[config.mk]
export PLATFORM = sky130hd
export DESIGN_NAME = rv_core
export DESIGN_NICKNAME = d
export VERILOG_FILES = /design/src/rv_pkg.sv /design/src/alu.sv /design/src/branch_unit.sv /design/src/commit_unit.sv /design/src/inst_decode.sv /design/src/inst_fetch.sv /design/src/reg_file.sv /design/src/rv_core.sv
export SDC_FILE = /design/constraint.sdc
export NUM_CORES = 2
export LEC_CHECK = 0
export BUFFER_PORTS_ARGS = -buffer_cell sky130_fd_sc_hd__buf_2
export CORE_ASPECT_RATIO = 1.2
export CORE_UTILIZATION = 64
export CTS_CLUSTER_SIZE = 30
export DETAILED_ROUTE_END_ITERATION = 8
export PLACE_DENSITY = 0.82
export SKIP_LAST_GASP = 1
export SLEW_MARGIN = 15
export SYNTH_ARGS = -nofsm -noshare
export SYNTH_HDL_FRONTEND = slang
export SYNTH_HIERARCHICAL = 1
export SYNTH_SLANG_ARGS = --single-unit
[constraint.sdc]
create_clock -name clk -period 8.1 [get_ports clk]
set_clock_uncertainty 0.2 [all_clocks]
set_input_delay 0.81 -clock clk [delete_from_list [all_inputs] [get_ports clk]]
set_output_delay 0.81 -clock clk [all_outputs]
set_load 0.02 [all_outputs]
[src/rv_pkg.sv]
package rv_pkg;

    typedef logic [31:0] word_t;      // data word, pc or byte address
    typedef logic [4:0]  reg_addr_t;  // register index

    // base opcodes handled by the core
    typedef enum logic [6:0] {
        OPC_LUI    = 7'b0110111,
        OPC_AUIPC  = 7'b0010111,
        OPC_JAL    = 7'b1101111,
        OPC_JALR   = 7'b1100111,
        OPC_BRANCH = 7'b1100011,
        OPC_LOAD   = 7'b0000011,
        OPC_STORE  = 7'b0100011,
        OPC_OP_IMM = 7'b0010011,
        OPC_OP     = 7'b0110011
    } opcode_e;

    typedef enum logic [3:0] {
        ALU_ADD,
        ALU_SUB,
        ALU_SLL,
        ALU_SLT,
        ALU_SLTU,
        ALU_XOR,
        ALU_SRL,
        ALU_SRA,
        ALU_OR,
        ALU_AND,
        ALU_PASS_B  // lui
    } alu_op_e;

    typedef enum logic {A_RS1, A_PC} a_sel_e;
    typedef enum logic {B_RS2, B_IMM} b_sel_e;
    typedef enum logic [1:0] {WB_ALU, WB_PC4, WB_LOAD, WB_NONE} wb_sel_e;

    typedef struct packed {
        alu_op_e   alu_op;
        a_sel_e    a_sel;
        b_sel_e    b_sel;
        wb_sel_e   wb_sel;
        reg_addr_t rd;
        reg_addr_t rs1;
        reg_addr_t rs2;
        logic      is_branch;
        logic      is_jal;
        logic      is_jalr;
        logic      is_load;
        logic      is_store;
        logic [2:0] funct3;  // branch condition
    } ctrl_t;

    typedef struct packed {
        word_t addr;
        word_t wdata;
        logic  we;
    } mem_req_t;

    typedef struct packed {
        word_t     pc;
        word_t     inst;
        reg_addr_t rd;
        logic      rd_we;
        word_t     rd_data;
    } retire_t;

endpackage

[src/alu.sv]
`timescale 1ns/1ns

module alu (
    input  rv_pkg::ctrl_t ctrl,
    input  rv_pkg::word_t pc,
    input  rv_pkg::word_t rs1_data,
    input  rv_pkg::word_t rs2_data,
    input  rv_pkg::word_t imm,
    output rv_pkg::word_t result
);

    rv_pkg::word_t a;
    rv_pkg::word_t b;
    logic [4:0]    shamt;

    assign a     = (ctrl.a_sel == rv_pkg::A_PC) ? pc : rs1_data;
    assign b     = (ctrl.b_sel == rv_pkg::B_IMM) ? imm : rs2_data;
    assign shamt = b[4:0];

    always_comb begin
        case (ctrl.alu_op)
            rv_pkg::ALU_ADD:    result = a + b;
            rv_pkg::ALU_SUB:    result = a - b;
            rv_pkg::ALU_SLL:    result = a << shamt;
            rv_pkg::ALU_SLT:    result = {31'b0, $signed(a) < $signed(b)};
            rv_pkg::ALU_SLTU:   result = {31'b0, a < b};
            rv_pkg::ALU_XOR:    result = a ^ b;
            rv_pkg::ALU_SRL:    result = a >> shamt;
            rv_pkg::ALU_SRA:    result = $unsigned($signed(a) >>> shamt);
            rv_pkg::ALU_OR:     result = a | b;
            rv_pkg::ALU_AND:    result = a & b;
            rv_pkg::ALU_PASS_B: result = b;
            default:            result = '0;
        endcase
    end

endmodule

[src/branch_unit.sv]
`timescale 1ns/1ns

module branch_unit (
    input  rv_pkg::ctrl_t ctrl,
    input  rv_pkg::word_t pc,
    input  rv_pkg::word_t rs1_data,
    input  rv_pkg::word_t rs2_data,
    input  rv_pkg::word_t imm,
    output logic          taken,
    output rv_pkg::word_t target
);

    logic cond;

    always_comb begin
        case (ctrl.funct3)
            3'b000:  cond = (rs1_data == rs2_data);                   // beq
            3'b001:  cond = (rs1_data != rs2_data);                   // bne
            3'b100:  cond = ($signed(rs1_data) < $signed(rs2_data));  // blt
            3'b101:  cond = ($signed(rs1_data) >= $signed(rs2_data)); // bge
            3'b110:  cond = (rs1_data < rs2_data);                    // bltu
            3'b111:  cond = (rs1_data >= rs2_data);                   // bgeu
            default: cond = 1'b0;
        endcase
    end

    assign taken  = ctrl.is_jal || ctrl.is_jalr || (ctrl.is_branch && cond);
    assign target = ctrl.is_jalr ? ((rs1_data + imm) & ~32'h1) : (pc + imm);

endmodule

[src/commit_unit.sv]
`timescale 1ns/1ns

module commit_unit (
    input  logic              clk,
    input  logic              rst_n,
    input  logic              inst_valid,
    output logic              inst_ready,
    input  rv_pkg::word_t     pc,
    input  rv_pkg::word_t     inst,
    input  rv_pkg::ctrl_t     ctrl,
    input  rv_pkg::word_t     alu_result,
    input  rv_pkg::word_t     rs2_data,
    input  rv_pkg::word_t     target,
    input  logic              taken,
    output rv_pkg::word_t     next_pc,
    output logic              rf_we,
    output rv_pkg::reg_addr_t rf_rd,
    output rv_pkg::word_t     rf_wdata,
    output logic              dmem_valid,
    output rv_pkg::mem_req_t  dmem_req,
    input  logic              dmem_ready,
    input  rv_pkg::word_t     dmem_rdata,
    output logic              retire_valid,
    output rv_pkg::retire_t   retire
);

    typedef enum logic {EXEC, MEM} state_e;

    state_e        state;
    logic          mem_op;
    rv_pkg::word_t pc_plus4;

    assign mem_op   = ctrl.is_load || ctrl.is_store;
    assign pc_plus4 = pc + 32'd4;

    always_ff @(posedge clk) begin
        if (!rst_n) begin
            state <= EXEC;
        end else begin
            case (state)
                EXEC:    if (inst_valid && mem_op) state <= MEM;
                MEM:     if (dmem_ready) state <= EXEC;  // retire on handshake
                default: state <= EXEC;
            endcase
        end
    end

    assign inst_ready = (state == EXEC) ? (inst_valid && !mem_op) : dmem_ready;
    assign next_pc    = taken ? target : pc_plus4;

    // operands stay put while the instruction is held, so the request does too
    assign dmem_valid     = (state == MEM);
    assign dmem_req.addr  = alu_result;
    assign dmem_req.wdata = rs2_data;
    assign dmem_req.we    = ctrl.is_store;

    always_comb begin
        case (ctrl.wb_sel)
            rv_pkg::WB_ALU:  rf_wdata = alu_result;
            rv_pkg::WB_PC4:  rf_wdata = pc_plus4;
            rv_pkg::WB_LOAD: rf_wdata = dmem_rdata;
            default:         rf_wdata = '0;
        endcase
    end

    assign retire_valid = inst_valid && inst_ready;
    assign rf_we        = retire_valid && ctrl.wb_sel != rv_pkg::WB_NONE && ctrl.rd != '0;
    assign rf_rd        = ctrl.rd;

    assign retire.pc      = pc;
    assign retire.inst    = inst;
    assign retire.rd      = ctrl.rd;
    assign retire.rd_we   = rf_we;
    assign retire.rd_data = rf_we ? rf_wdata : '0;  // x0 shows as zero

    a_dmem_stable: assert property (@(posedge clk) disable iff (!rst_n)
        dmem_valid && !dmem_ready |=> dmem_valid && $stable(dmem_req));

    // fetch must drop the instruction once it has retired
    a_retire_handshake: assert property (@(posedge clk) disable iff (!rst_n)
        retire_valid |-> inst_ready ##1 !inst_valid);

endmodule

[src/inst_decode.sv]
`timescale 1ns/1ns

module inst_decode (
    input  rv_pkg::word_t inst,
    output rv_pkg::ctrl_t ctrl,
    output rv_pkg::word_t imm
);

    rv_pkg::opcode_e opcode;
    rv_pkg::word_t   imm_i;
    rv_pkg::word_t   imm_s;
    rv_pkg::word_t   imm_b;
    rv_pkg::word_t   imm_u;
    rv_pkg::word_t   imm_j;
    logic            alt;  // sub / sra select

    function automatic rv_pkg::alu_op_e alu_op_of(input logic [2:0] f3, input logic alt_op);
        case (f3)
            3'b000:  return alt_op ? rv_pkg::ALU_SUB : rv_pkg::ALU_ADD;
            3'b001:  return rv_pkg::ALU_SLL;
            3'b010:  return rv_pkg::ALU_SLT;
            3'b011:  return rv_pkg::ALU_SLTU;
            3'b100:  return rv_pkg::ALU_XOR;
            3'b101:  return alt_op ? rv_pkg::ALU_SRA : rv_pkg::ALU_SRL;
            3'b110:  return rv_pkg::ALU_OR;
            default: return rv_pkg::ALU_AND;
        endcase
    endfunction

    assign opcode = rv_pkg::opcode_e'(inst[6:0]);

    assign imm_i = {{20{inst[31]}}, inst[31:20]};
    assign imm_s = {{20{inst[31]}}, inst[31:25], inst[11:7]};
    assign imm_b = {{19{inst[31]}}, inst[31], inst[7], inst[30:25], inst[11:8], 1'b0};
    assign imm_u = {inst[31:12], 12'h000};
    assign imm_j = {{11{inst[31]}}, inst[31], inst[19:12], inst[20], inst[30:21], 1'b0};

    // addi has no subtract form, srai shares bit 30 with sra
    assign alt = inst[30] && (opcode == rv_pkg::OPC_OP || inst[14:12] == 3'b101);

    always_comb begin
        ctrl.alu_op    = rv_pkg::ALU_ADD;
        ctrl.a_sel     = rv_pkg::A_RS1;
        ctrl.b_sel     = rv_pkg::B_IMM;
        ctrl.wb_sel    = rv_pkg::WB_NONE;
        ctrl.rd        = inst[11:7];
        ctrl.rs1       = inst[19:15];
        ctrl.rs2       = inst[24:20];
        ctrl.is_branch = 1'b0;
        ctrl.is_jal    = 1'b0;
        ctrl.is_jalr   = 1'b0;
        ctrl.is_load   = 1'b0;
        ctrl.is_store  = 1'b0;
        ctrl.funct3    = inst[14:12];
        imm            = imm_i;
        case (opcode)
            rv_pkg::OPC_LUI: begin
                ctrl.alu_op = rv_pkg::ALU_PASS_B;
                ctrl.wb_sel = rv_pkg::WB_ALU;
                imm         = imm_u;
            end
            rv_pkg::OPC_AUIPC: begin
                ctrl.a_sel  = rv_pkg::A_PC;
                ctrl.wb_sel = rv_pkg::WB_ALU;
                imm         = imm_u;
            end
            rv_pkg::OPC_JAL: begin
                ctrl.is_jal = 1'b1;
                ctrl.wb_sel = rv_pkg::WB_PC4;  // link
                imm         = imm_j;
            end
            rv_pkg::OPC_JALR: begin
                ctrl.is_jalr = 1'b1;
                ctrl.wb_sel  = rv_pkg::WB_PC4;
            end
            rv_pkg::OPC_BRANCH: begin
                ctrl.is_branch = 1'b1;
                imm            = imm_b;
            end
            rv_pkg::OPC_LOAD: begin
                ctrl.is_load = 1'b1;  // word only
                ctrl.wb_sel  = rv_pkg::WB_LOAD;
            end
            rv_pkg::OPC_STORE: begin
                ctrl.is_store = 1'b1;
                imm           = imm_s;
            end
            rv_pkg::OPC_OP_IMM: begin
                ctrl.alu_op = alu_op_of(inst[14:12], alt);
                ctrl.wb_sel = rv_pkg::WB_ALU;
            end
            rv_pkg::OPC_OP: begin
                ctrl.alu_op = alu_op_of(inst[14:12], alt);
                ctrl.b_sel  = rv_pkg::B_RS2;
                ctrl.wb_sel = rv_pkg::WB_ALU;
            end
            default: ;  // unknown opcode retires as a no-op
        endcase
    end

endmodule

[src/inst_fetch.sv]
`timescale 1ns/1ns

module inst_fetch #(
    parameter rv_pkg::word_t RESET_PC = 32'h0000_0000
) (
    input  logic          clk,
    input  logic          rst_n,
    output logic          imem_valid,
    output rv_pkg::word_t imem_addr,
    input  logic          imem_ready,
    input  rv_pkg::word_t imem_rdata,
    output logic          inst_valid,
    input  logic          inst_ready,
    output rv_pkg::word_t pc,
    output rv_pkg::word_t inst,
    input  rv_pkg::word_t next_pc
);

    typedef enum logic {REQ, HOLD} state_e;

    state_e        state;
    logic          req_q;   // imem request pending
    rv_pkg::word_t pc_q;
    rv_pkg::word_t inst_q;  // captured instruction, no reset

    always_ff @(posedge clk) begin
        if (!rst_n) begin
            state <= REQ;
            req_q <= 1'b0;
            pc_q  <= RESET_PC;
        end else begin
            case (state)
                REQ: begin
                    if (!req_q) begin
                        req_q <= 1'b1;  // first request after reset
                    end else if (imem_ready) begin
                        req_q <= 1'b0;
                        state <= HOLD;
                    end
                end
                HOLD: begin
                    if (inst_ready) begin
                        pc_q  <= next_pc;
                        req_q <= 1'b1;  // next fetch right after retire
                        state <= REQ;
                    end
                end
                default: state <= REQ;
            endcase
        end
    end

    always_ff @(posedge clk) begin
        if (state == REQ && req_q && imem_ready) begin
            inst_q <= imem_rdata;
        end
    end

    assign imem_valid = (state == REQ) && req_q;
    assign imem_addr  = pc_q;
    assign inst_valid = (state == HOLD);
    assign pc         = pc_q;
    assign inst       = inst_q;

    // fetch address must not move under back-pressure
    a_imem_stable: assert property (@(posedge clk) disable iff (!rst_n)
        imem_valid && !imem_ready |=> imem_valid && $stable(imem_addr));

endmodule

[src/reg_file.sv]
`timescale 1ns/1ns

module reg_file (
    input  logic              clk,
    input  logic              rst_n,
    input  rv_pkg::reg_addr_t rs1,
    input  rv_pkg::reg_addr_t rs2,
    output rv_pkg::word_t     rs1_data,
    output rv_pkg::word_t     rs2_data,
    input  logic              we,
    input  rv_pkg::reg_addr_t rd,
    input  rv_pkg::word_t     rd_data
);

    rv_pkg::word_t regs [32];

    always_ff @(posedge clk) begin
        if (!rst_n) begin
            for (int i = 0; i < 32; i++) begin
                regs[i] <= '0;
            end
        end else if (we && rd != '0) begin  // x0 writes dropped
            regs[rd] <= rd_data;
        end
    end

    assign rs1_data = (rs1 == '0) ? '0 : regs[rs1];
    assign rs2_data = (rs2 == '0) ? '0 : regs[rs2];

endmodule

[src/rv_core.sv]
`timescale 1ns/1ns

module rv_core #(
    parameter rv_pkg::word_t RESET_PC = 32'h0000_0000
) (
    input  logic             clk,
    input  logic             rst_n,
    output logic             imem_valid,
    output rv_pkg::word_t    imem_addr,
    input  logic             imem_ready,
    input  rv_pkg::word_t    imem_rdata,
    output logic             dmem_valid,
    output rv_pkg::mem_req_t dmem_req,
    input  logic             dmem_ready,
    input  rv_pkg::word_t    dmem_rdata,
    output logic             retire_valid,
    output rv_pkg::retire_t  retire
);

    logic              inst_valid;
    logic              inst_ready;
    rv_pkg::word_t     pc;
    rv_pkg::word_t     inst;
    rv_pkg::word_t     next_pc;
    rv_pkg::ctrl_t     ctrl;
    rv_pkg::word_t     imm;
    rv_pkg::word_t     rs1_data;
    rv_pkg::word_t     rs2_data;
    rv_pkg::word_t     alu_result;
    logic              taken;
    rv_pkg::word_t     target;
    logic              rf_we;
    rv_pkg::reg_addr_t rf_rd;
    rv_pkg::word_t     rf_wdata;

    inst_fetch #(.RESET_PC(RESET_PC)) fetch0 (
        .clk        (clk),
        .rst_n      (rst_n),
        .imem_valid (imem_valid),
        .imem_addr  (imem_addr),
        .imem_ready (imem_ready),
        .imem_rdata (imem_rdata),
        .inst_valid (inst_valid),
        .inst_ready (inst_ready),
        .pc         (pc),
        .inst       (inst),
        .next_pc    (next_pc)
    );

    inst_decode decode0 (.inst(inst), .ctrl(ctrl), .imm(imm));

    reg_file rf0 (
        .clk      (clk),
        .rst_n    (rst_n),
        .rs1      (ctrl.rs1),
        .rs2      (ctrl.rs2),
        .rs1_data (rs1_data),
        .rs2_data (rs2_data),
        .we       (rf_we),
        .rd       (rf_rd),
        .rd_data  (rf_wdata)
    );

    alu alu0 (
        .ctrl     (ctrl),
        .pc       (pc),
        .rs1_data (rs1_data),
        .rs2_data (rs2_data),
        .imm      (imm),
        .result   (alu_result)
    );

    branch_unit bru0 (
        .ctrl     (ctrl),
        .pc       (pc),
        .rs1_data (rs1_data),
        .rs2_data (rs2_data),
        .imm      (imm),
        .taken    (taken),
        .target   (target)
    );

    commit_unit commit0 (
        .clk          (clk),
        .rst_n        (rst_n),
        .inst_valid   (inst_valid),
        .inst_ready   (inst_ready),
        .pc           (pc),
        .inst         (inst),
        .ctrl         (ctrl),
        .alu_result   (alu_result),
        .rs2_data     (rs2_data),
        .target       (target),
        .taken        (taken),
        .next_pc      (next_pc),
        .rf_we        (rf_we),
        .rf_rd        (rf_rd),
        .rf_wdata     (rf_wdata),
        .dmem_valid   (dmem_valid),
        .dmem_req     (dmem_req),
        .dmem_ready   (dmem_ready),
        .dmem_rdata   (dmem_rdata),
        .retire_valid (retire_valid),
        .retire       (retire)
    );

endmodule

==> qor.txt, run 1 <==
====================================================================================
I/O pin cnt                                                                      270
Number of buffers created by CTS                                                 106
Library cell with the largest summed area after synthesis               sky130_fd_sc_hd__edfxtp_1
Maximum buffer depth of the clock tree                                             3
Outcome                                                                 aborted with a tool error
Distinct cell type count after synthesis                                         123
Number of warnings printed during yosys synthesis                                  6
Dominant register cell in the synthesized netlist                       sky130_fd_sc_hd__edfxtp_1
Pin category terminating the worst setup path after the last repair      output port
Count of buffers inserted at the top-level ports                                 269
Count of clock tree sinks                                                       1091
Mean post-synth cell area                                                 11.7 sq um
Most repeated cell in the gate-level netlist after synthesis            sky130_fd_sc_hd__edfxtp_1
Number of levels in the clock H-tree                                               3
Leading cell types by count after synthesis                             1056 x sky130_fd_sc_hd__edfxtp_1, 1007 x sky130_fd_sc_hd__and2_1, 471 x sky130_fd_sc_hd__mux4_2
Stage at which the run stopped                                               5_1_grt
GRT worst endpoint                                                        retire[29]
Initial core utilization                                                       64.4%
Gpl congestion                                                                  1.13
Post-DP HPWL                                                               227000 um
Floorplan die width                                                           314 um
Hold_buf cts                                                                       0
Proportion of synthesized chip area in sequential cells                        43.3%
Total gr overflow                                                                155
Flip-flop and latch count after synthesis                                       1091
First error line in the log                                             [ERROR GRT-0232] Routing congestion too high. Check the congestion heatmap in the GUI.
Number of enable flip-flop cells after synthesis                                1056
Share of the synthesized area in the top cell type                             42.3%
Share of flip-flops with an asynchronous set or reset after synthesis             0%
Setup WS pre-CTS                                                            0.231 ns
DIE HEIGHT                                                                    377 um
Maximum number of pins on one net before global-route repair                      90
Top cells by area, synth                                                sky130_fd_sc_hd__edfxtp_1 42%, sky130_fd_sc_hd__mux4_2 14%, sky130_fd_sc_hd__and2_1 8.4%
Standard-cell row count                                                          137
Cell area after synthesis                                                74900 sq um
GRT Overall Usage                                                              74.7%
Synth Instances                                                                 6375
Clock tree root driver cell                                             sky130_fd_sc_hd__clkbuf_16
Antenna violations before repair                                                  63
Area of placed instances                                                 80200 sq um
====================================================================================
==> through the flow <==
step | setup TNS, ns | instances | utilization [%] | hold slack (ns)
CTS | -0.0103 | 8285 | 72.7 | 0.0118
floorplan | 0 | 6406 | - | 0.286
detailed placement | 0 | 8063 | 69.0 | 0.309
global placement | 0 | 8063 | 69.0 | 0.298
==> routing by layer <==
metal  overflow  track usage (%)
met1          2             74.1
met2         66             91.8
met3          1             58.7
met4         85             74.7
met5          1             32.2
==> timing repair <==
| item | CTS |
|---|---|
| pin swaps | 6 |
| buffers inserted | 18 |
| resized for setup | 86 |
| setup endpoints to repair | 31 |
| cloned | 6 |
==> cells by family after synthesis <==
family                     count (synthesis)  synth area share (%)
AOI/OAI and AO/OA                       1195                  11.2
xor gates and xnor gates                  82                 0.959
adders and majority gates                198                  3.35
buffers and inverters                    938                  6.36
DFF                                     1091                  43.3
muxes                                    905                  20.1
other                                      1               0.00501
and+or+nand+nor                         1965                  14.7
==> run 2, diff against run 1 <==
--- a/config.mk
+++ b/config.mk
@@ -6,11 +6,9 @@
 export NUM_CORES = 2
 export LEC_CHECK = 0
 export BUFFER_PORTS_ARGS = -buffer_cell sky130_fd_sc_hd__buf_2
-export CORE_ASPECT_RATIO = 1.2
-export CORE_UTILIZATION = 64
-export CTS_CLUSTER_SIZE = 30
+export CORE_UTILIZATION = 40
 export DETAILED_ROUTE_END_ITERATION = 8
-export PLACE_DENSITY = 0.82
+export PLACE_DENSITY_LB_ADDON = 0.15
 export SKIP_LAST_GASP = 1
 export SLEW_MARGIN = 15
 export SYNTH_ARGS = -nofsm -noshare
==> run 2 against run 1 <==
  * The flow now finishes, with violations (setup timing)
  * Synthesized cell count stayed put
  * Area after synthesis stayed put
==> qor.txt, run 2 <==
=====================================================================================
Arrival time reported for the critical path endpoint                          7.21 ns
Initial core utilization                                                        40.3%   -24 points
Fraction of the mapped netlist area in compound gates                           11.2%   unchanged
Leakage power summed over all cells                                           34.3 nW
Clk pin slew, worst setup/hold paths                                          0.06 ns
Final slew viol count                                                               0
Wire length of the first global-routing pass                                458000 um
Remaining design rule violation count                                               0
Wire length per cell after detailed routing                                   35.6 um
Number of instances in the placed design                                         8953   +11%
Area of the placeable core                                               186000 sq um
Outcome                                                                  finished, violations left
Layout net count                                                                 7021
Floorplan die width                                                            435 um   +38%
Top library cells by usage in the layout, fill and taps aside            1056 x sky130_fd_sc_hd__edfxtp_1, 1006 x sky130_fd_sc_hd__and2_1, 553 x sky130_fd_sc_hd__buf_4
Number of routed nets with antenna violations                                       0
Share of the synthesized area in the top cell type                              42.3%   unchanged
Total detailed-routing wirelength                                           333000 um
Standard-cell row count                                                           158   +15%
Number of levels in the clock H-tree                                                4   +1
Area of placed instances                                                  81100 sq um   +1.2%
Combined flip-flop and latch cell area                                    32400 sq um
Worst rel slew slack                                                            18.7%
Fill cells                                                                      16493
Library cell with the largest summed area after synthesis                sky130_fd_sc_hd__edfxtp_1
Violated checks                                                          setup timing
Most common cell after layout, fill and taps aside                       sky130_fd_sc_hd__edfxtp_1
Count of buffers inserted at the top-level ports                                  269   unchanged
Flip-flop count of the largest register after layout                             1024
Number of warnings printed during yosys synthesis                                   6   unchanged
Multiplexer share of the synthesized area                                       20.1%   unchanged
Layout cells sized above 1                                                      31.2%
Count of final setup violators                                                      5
Setup repair after global routing missed its margin                              true
Distinct cell type count after synthesis                                          123   unchanged
Clock tree root driver cell                                              sky130_fd_sc_hd__clkbuf_16
Overall via count from detail_route                                             59680
Crit-path slowest cell                                                   sky130_fd_sc_hd__mux4_2
Number of global-route vias before repair                                       57749
Count of clock tree sinks                                                        1091   unchanged
CTS tree                                                                          yes
Violation count after the first detailed-route iteration                         7553
Gpl congestion                                                                   1.05   -7.0%
Xor and xnor area share after synthesis                                        0.959%   unchanged
Clock latency on the worst-skew pair                                          0.82 ns
Final min period                                                              8.22 ns
Highest Clock Rate                                                          0.122 GHz
Mean post-synth cell area                                                  11.7 sq um   unchanged
Number of buffers created by CTS                                                  131   +24%
Drt via density                                                                  6.38
Post-synthesis share of cell area spent on and, or, nand and nor gates          14.7%   unchanged
Number of enable flip-flop cells after synthesis                                 1056   unchanged
Dominant register cell in the synthesized netlist                        sky130_fd_sc_hd__edfxtp_1
DIE HEIGHT                                                                     435 um   +15%
Synth Instances                                                                  6375   unchanged
Area taken by multi-input logic gates                                     40600 sq um
Biggest cell delay along the critical path                                    0.56 ns
Largest voltage drop on the vdd net                                            161 uV
Post-DP HPWL                                                                227000 um   about the same
Post-route insts no fill                                                         9355
Kind of launch point of the worst setup path                                flip-flop
Area growth from synthesis to final layout                                      19.5%
Top cells by area, synth                                                 sky130_fd_sc_hd__edfxtp_1 42%, sky130_fd_sc_hd__mux4_2 14%, sky130_fd_sc_hd__and2_1 8.4%
Maximum buffer depth of the clock tree                                              3   unchanged
Most flop-heavy register                                                     rf0/regs
Final number of hold-violating endpoints                                            0
DIE AREA                                                                 189000 sq um
Share of flip-flops with an asynchronous set or reset after synthesis              0%   unchanged
Data required time of the worst path                                          7.09 ns
Antenna violations before repair                                                   20
Layout Cell Area excl Fill                                                89500 sq um
Overall Power                                                                 16.4 mW
Post-route clock period utilization                                              102%
Most repeated cell in the gate-level netlist after synthesis             sky130_fd_sc_hd__edfxtp_1
Flip-flop and latch count after synthesis                                        1091   unchanged
Post-synthesis adder-cell area fraction                                         3.35%   unchanged
First-pass DRT Iterations                                                           6
Areal power density over the cells                                        183 nW/um^2
Leading cell types by count after synthesis                              1056 x sky130_fd_sc_hd__edfxtp_1, 1007 x sky130_fd_sc_hd__and2_1, 471 x sky130_fd_sc_hd__mux4_2
Highest fanout seen on the critical path                                            7
Final critical-path setup slack                                             -0.122 ns
Setup WS pre-CTS                                                            -0.488 ns   -0.719 ns
Final core utilization                                                          48.2%
Worst-Margin Slew                                                             1.22 ns
Worst hold path class                                                    primary input to flip-flop
Total gr overflow                                                                   0
I/O pin cnt                                                                       270   unchanged
Maximum number of pins on one net before global-route repair                       73
Cell area after synthesis                                                 74900 sq um   unchanged
CP endpoint kind                                                         primary output
MaxCap Viol Count                                                                   0
Proportion of synthesized chip area in sequential cells                         43.3%   unchanged
Dominant combinational cell family by area after synthesis               multiplexers
GRT Overall Usage                                                               34.7%
Worst setup path class                                                   flip-flop to primary output
=====================================================================================
## run 2: cell counts after synthesis
No cell type changed its count.
## run 2: cells by family after synthesis
group           after synthesis
compound gates             1195
fa+ha+maj                   198
mux                         905
flops                      1091
other cells                   1
buf+inv                     938
simple gates               1965
xor+xnor                     82
## run 2: stage by stage
stage | TNS, ns | hold WS, ns
detailed placement | -21.15 | 0.308
global placement | -16.17 | 0.301
finish | -0.342 | 0.0608
global route | -1.91 | 0.0362
floorplan | 0 | 0.286
CTS | -0.0772 | 0.0216
## run 2: layout make-up
cell class	count	area share, %
diodes	12	0.0336
clock buffers	152	3.75
clock inverters	89	1.11
inverters	186	0.794
multi-input cells	4377	45.3
flip-flops and latches	1091	36.2
well taps	2480	3.47
repair buffers	968	9.30
## run 2: final timing paths
path / start / end / slack (ns) / cells past startpoint
setup / recovery: fetch0/inst[16] / retire[20] / -0.12 / 28
hold / removal: imem_rdata[11] / fetch0/inst[11] / 0.06 / 1
setup reg to reg: fetch0/inst[16] / rf0/regs[29][20] / 0.85 / 31
hold reg to reg: fetch0/req_q / fetch0/req_q / 0.34 / 1
## run 2: where the power goes
| part | switching, mW | internal, mW | total (mW) |
|---|---|---|---|
| logic | 2.38 | 1.50 | 3.88 |
| clock network | 2.63 | 3.38 | 6.02 |
| registers | 0.116 | 6.37 | 6.49 |
## run 2: what timing repair did
item,in CTS,in global routing
setup buffers,76,39
pin swaps,57,72
endpoints found under the setup margin,180,28
resized for setup,297,141
hold buffers,25,0
gates cloned,20,1
endpoints found under the hold margin,25,0
## run 2: layer usage
metal | wire (um) | vias to the layer above | global-route usage [%]
li1 | - | 24820 | -
met1 | 128000 | 30465 | 44.7
met2 | 152000 | 3540 | 54.8
met3 | 29400 | 845 | 5.78
met4 | 23500 | 10 | 21.2
met5 | 88 | - | 0
## run 2: critical path: cells and delay by family (launching register included)
kind	cells	cell delay, ns
multiplexers	4	1.57
AO/OA/AOI/OAI	6	1.57
buffers and inverters	10	1.45
AND/OR/NAND/NOR	7	1.26
flip-flops	1	0.36
adder cells (fa/ha/maj)	1	0.17
No activity file was read; power rests on OpenSTA's default activity.
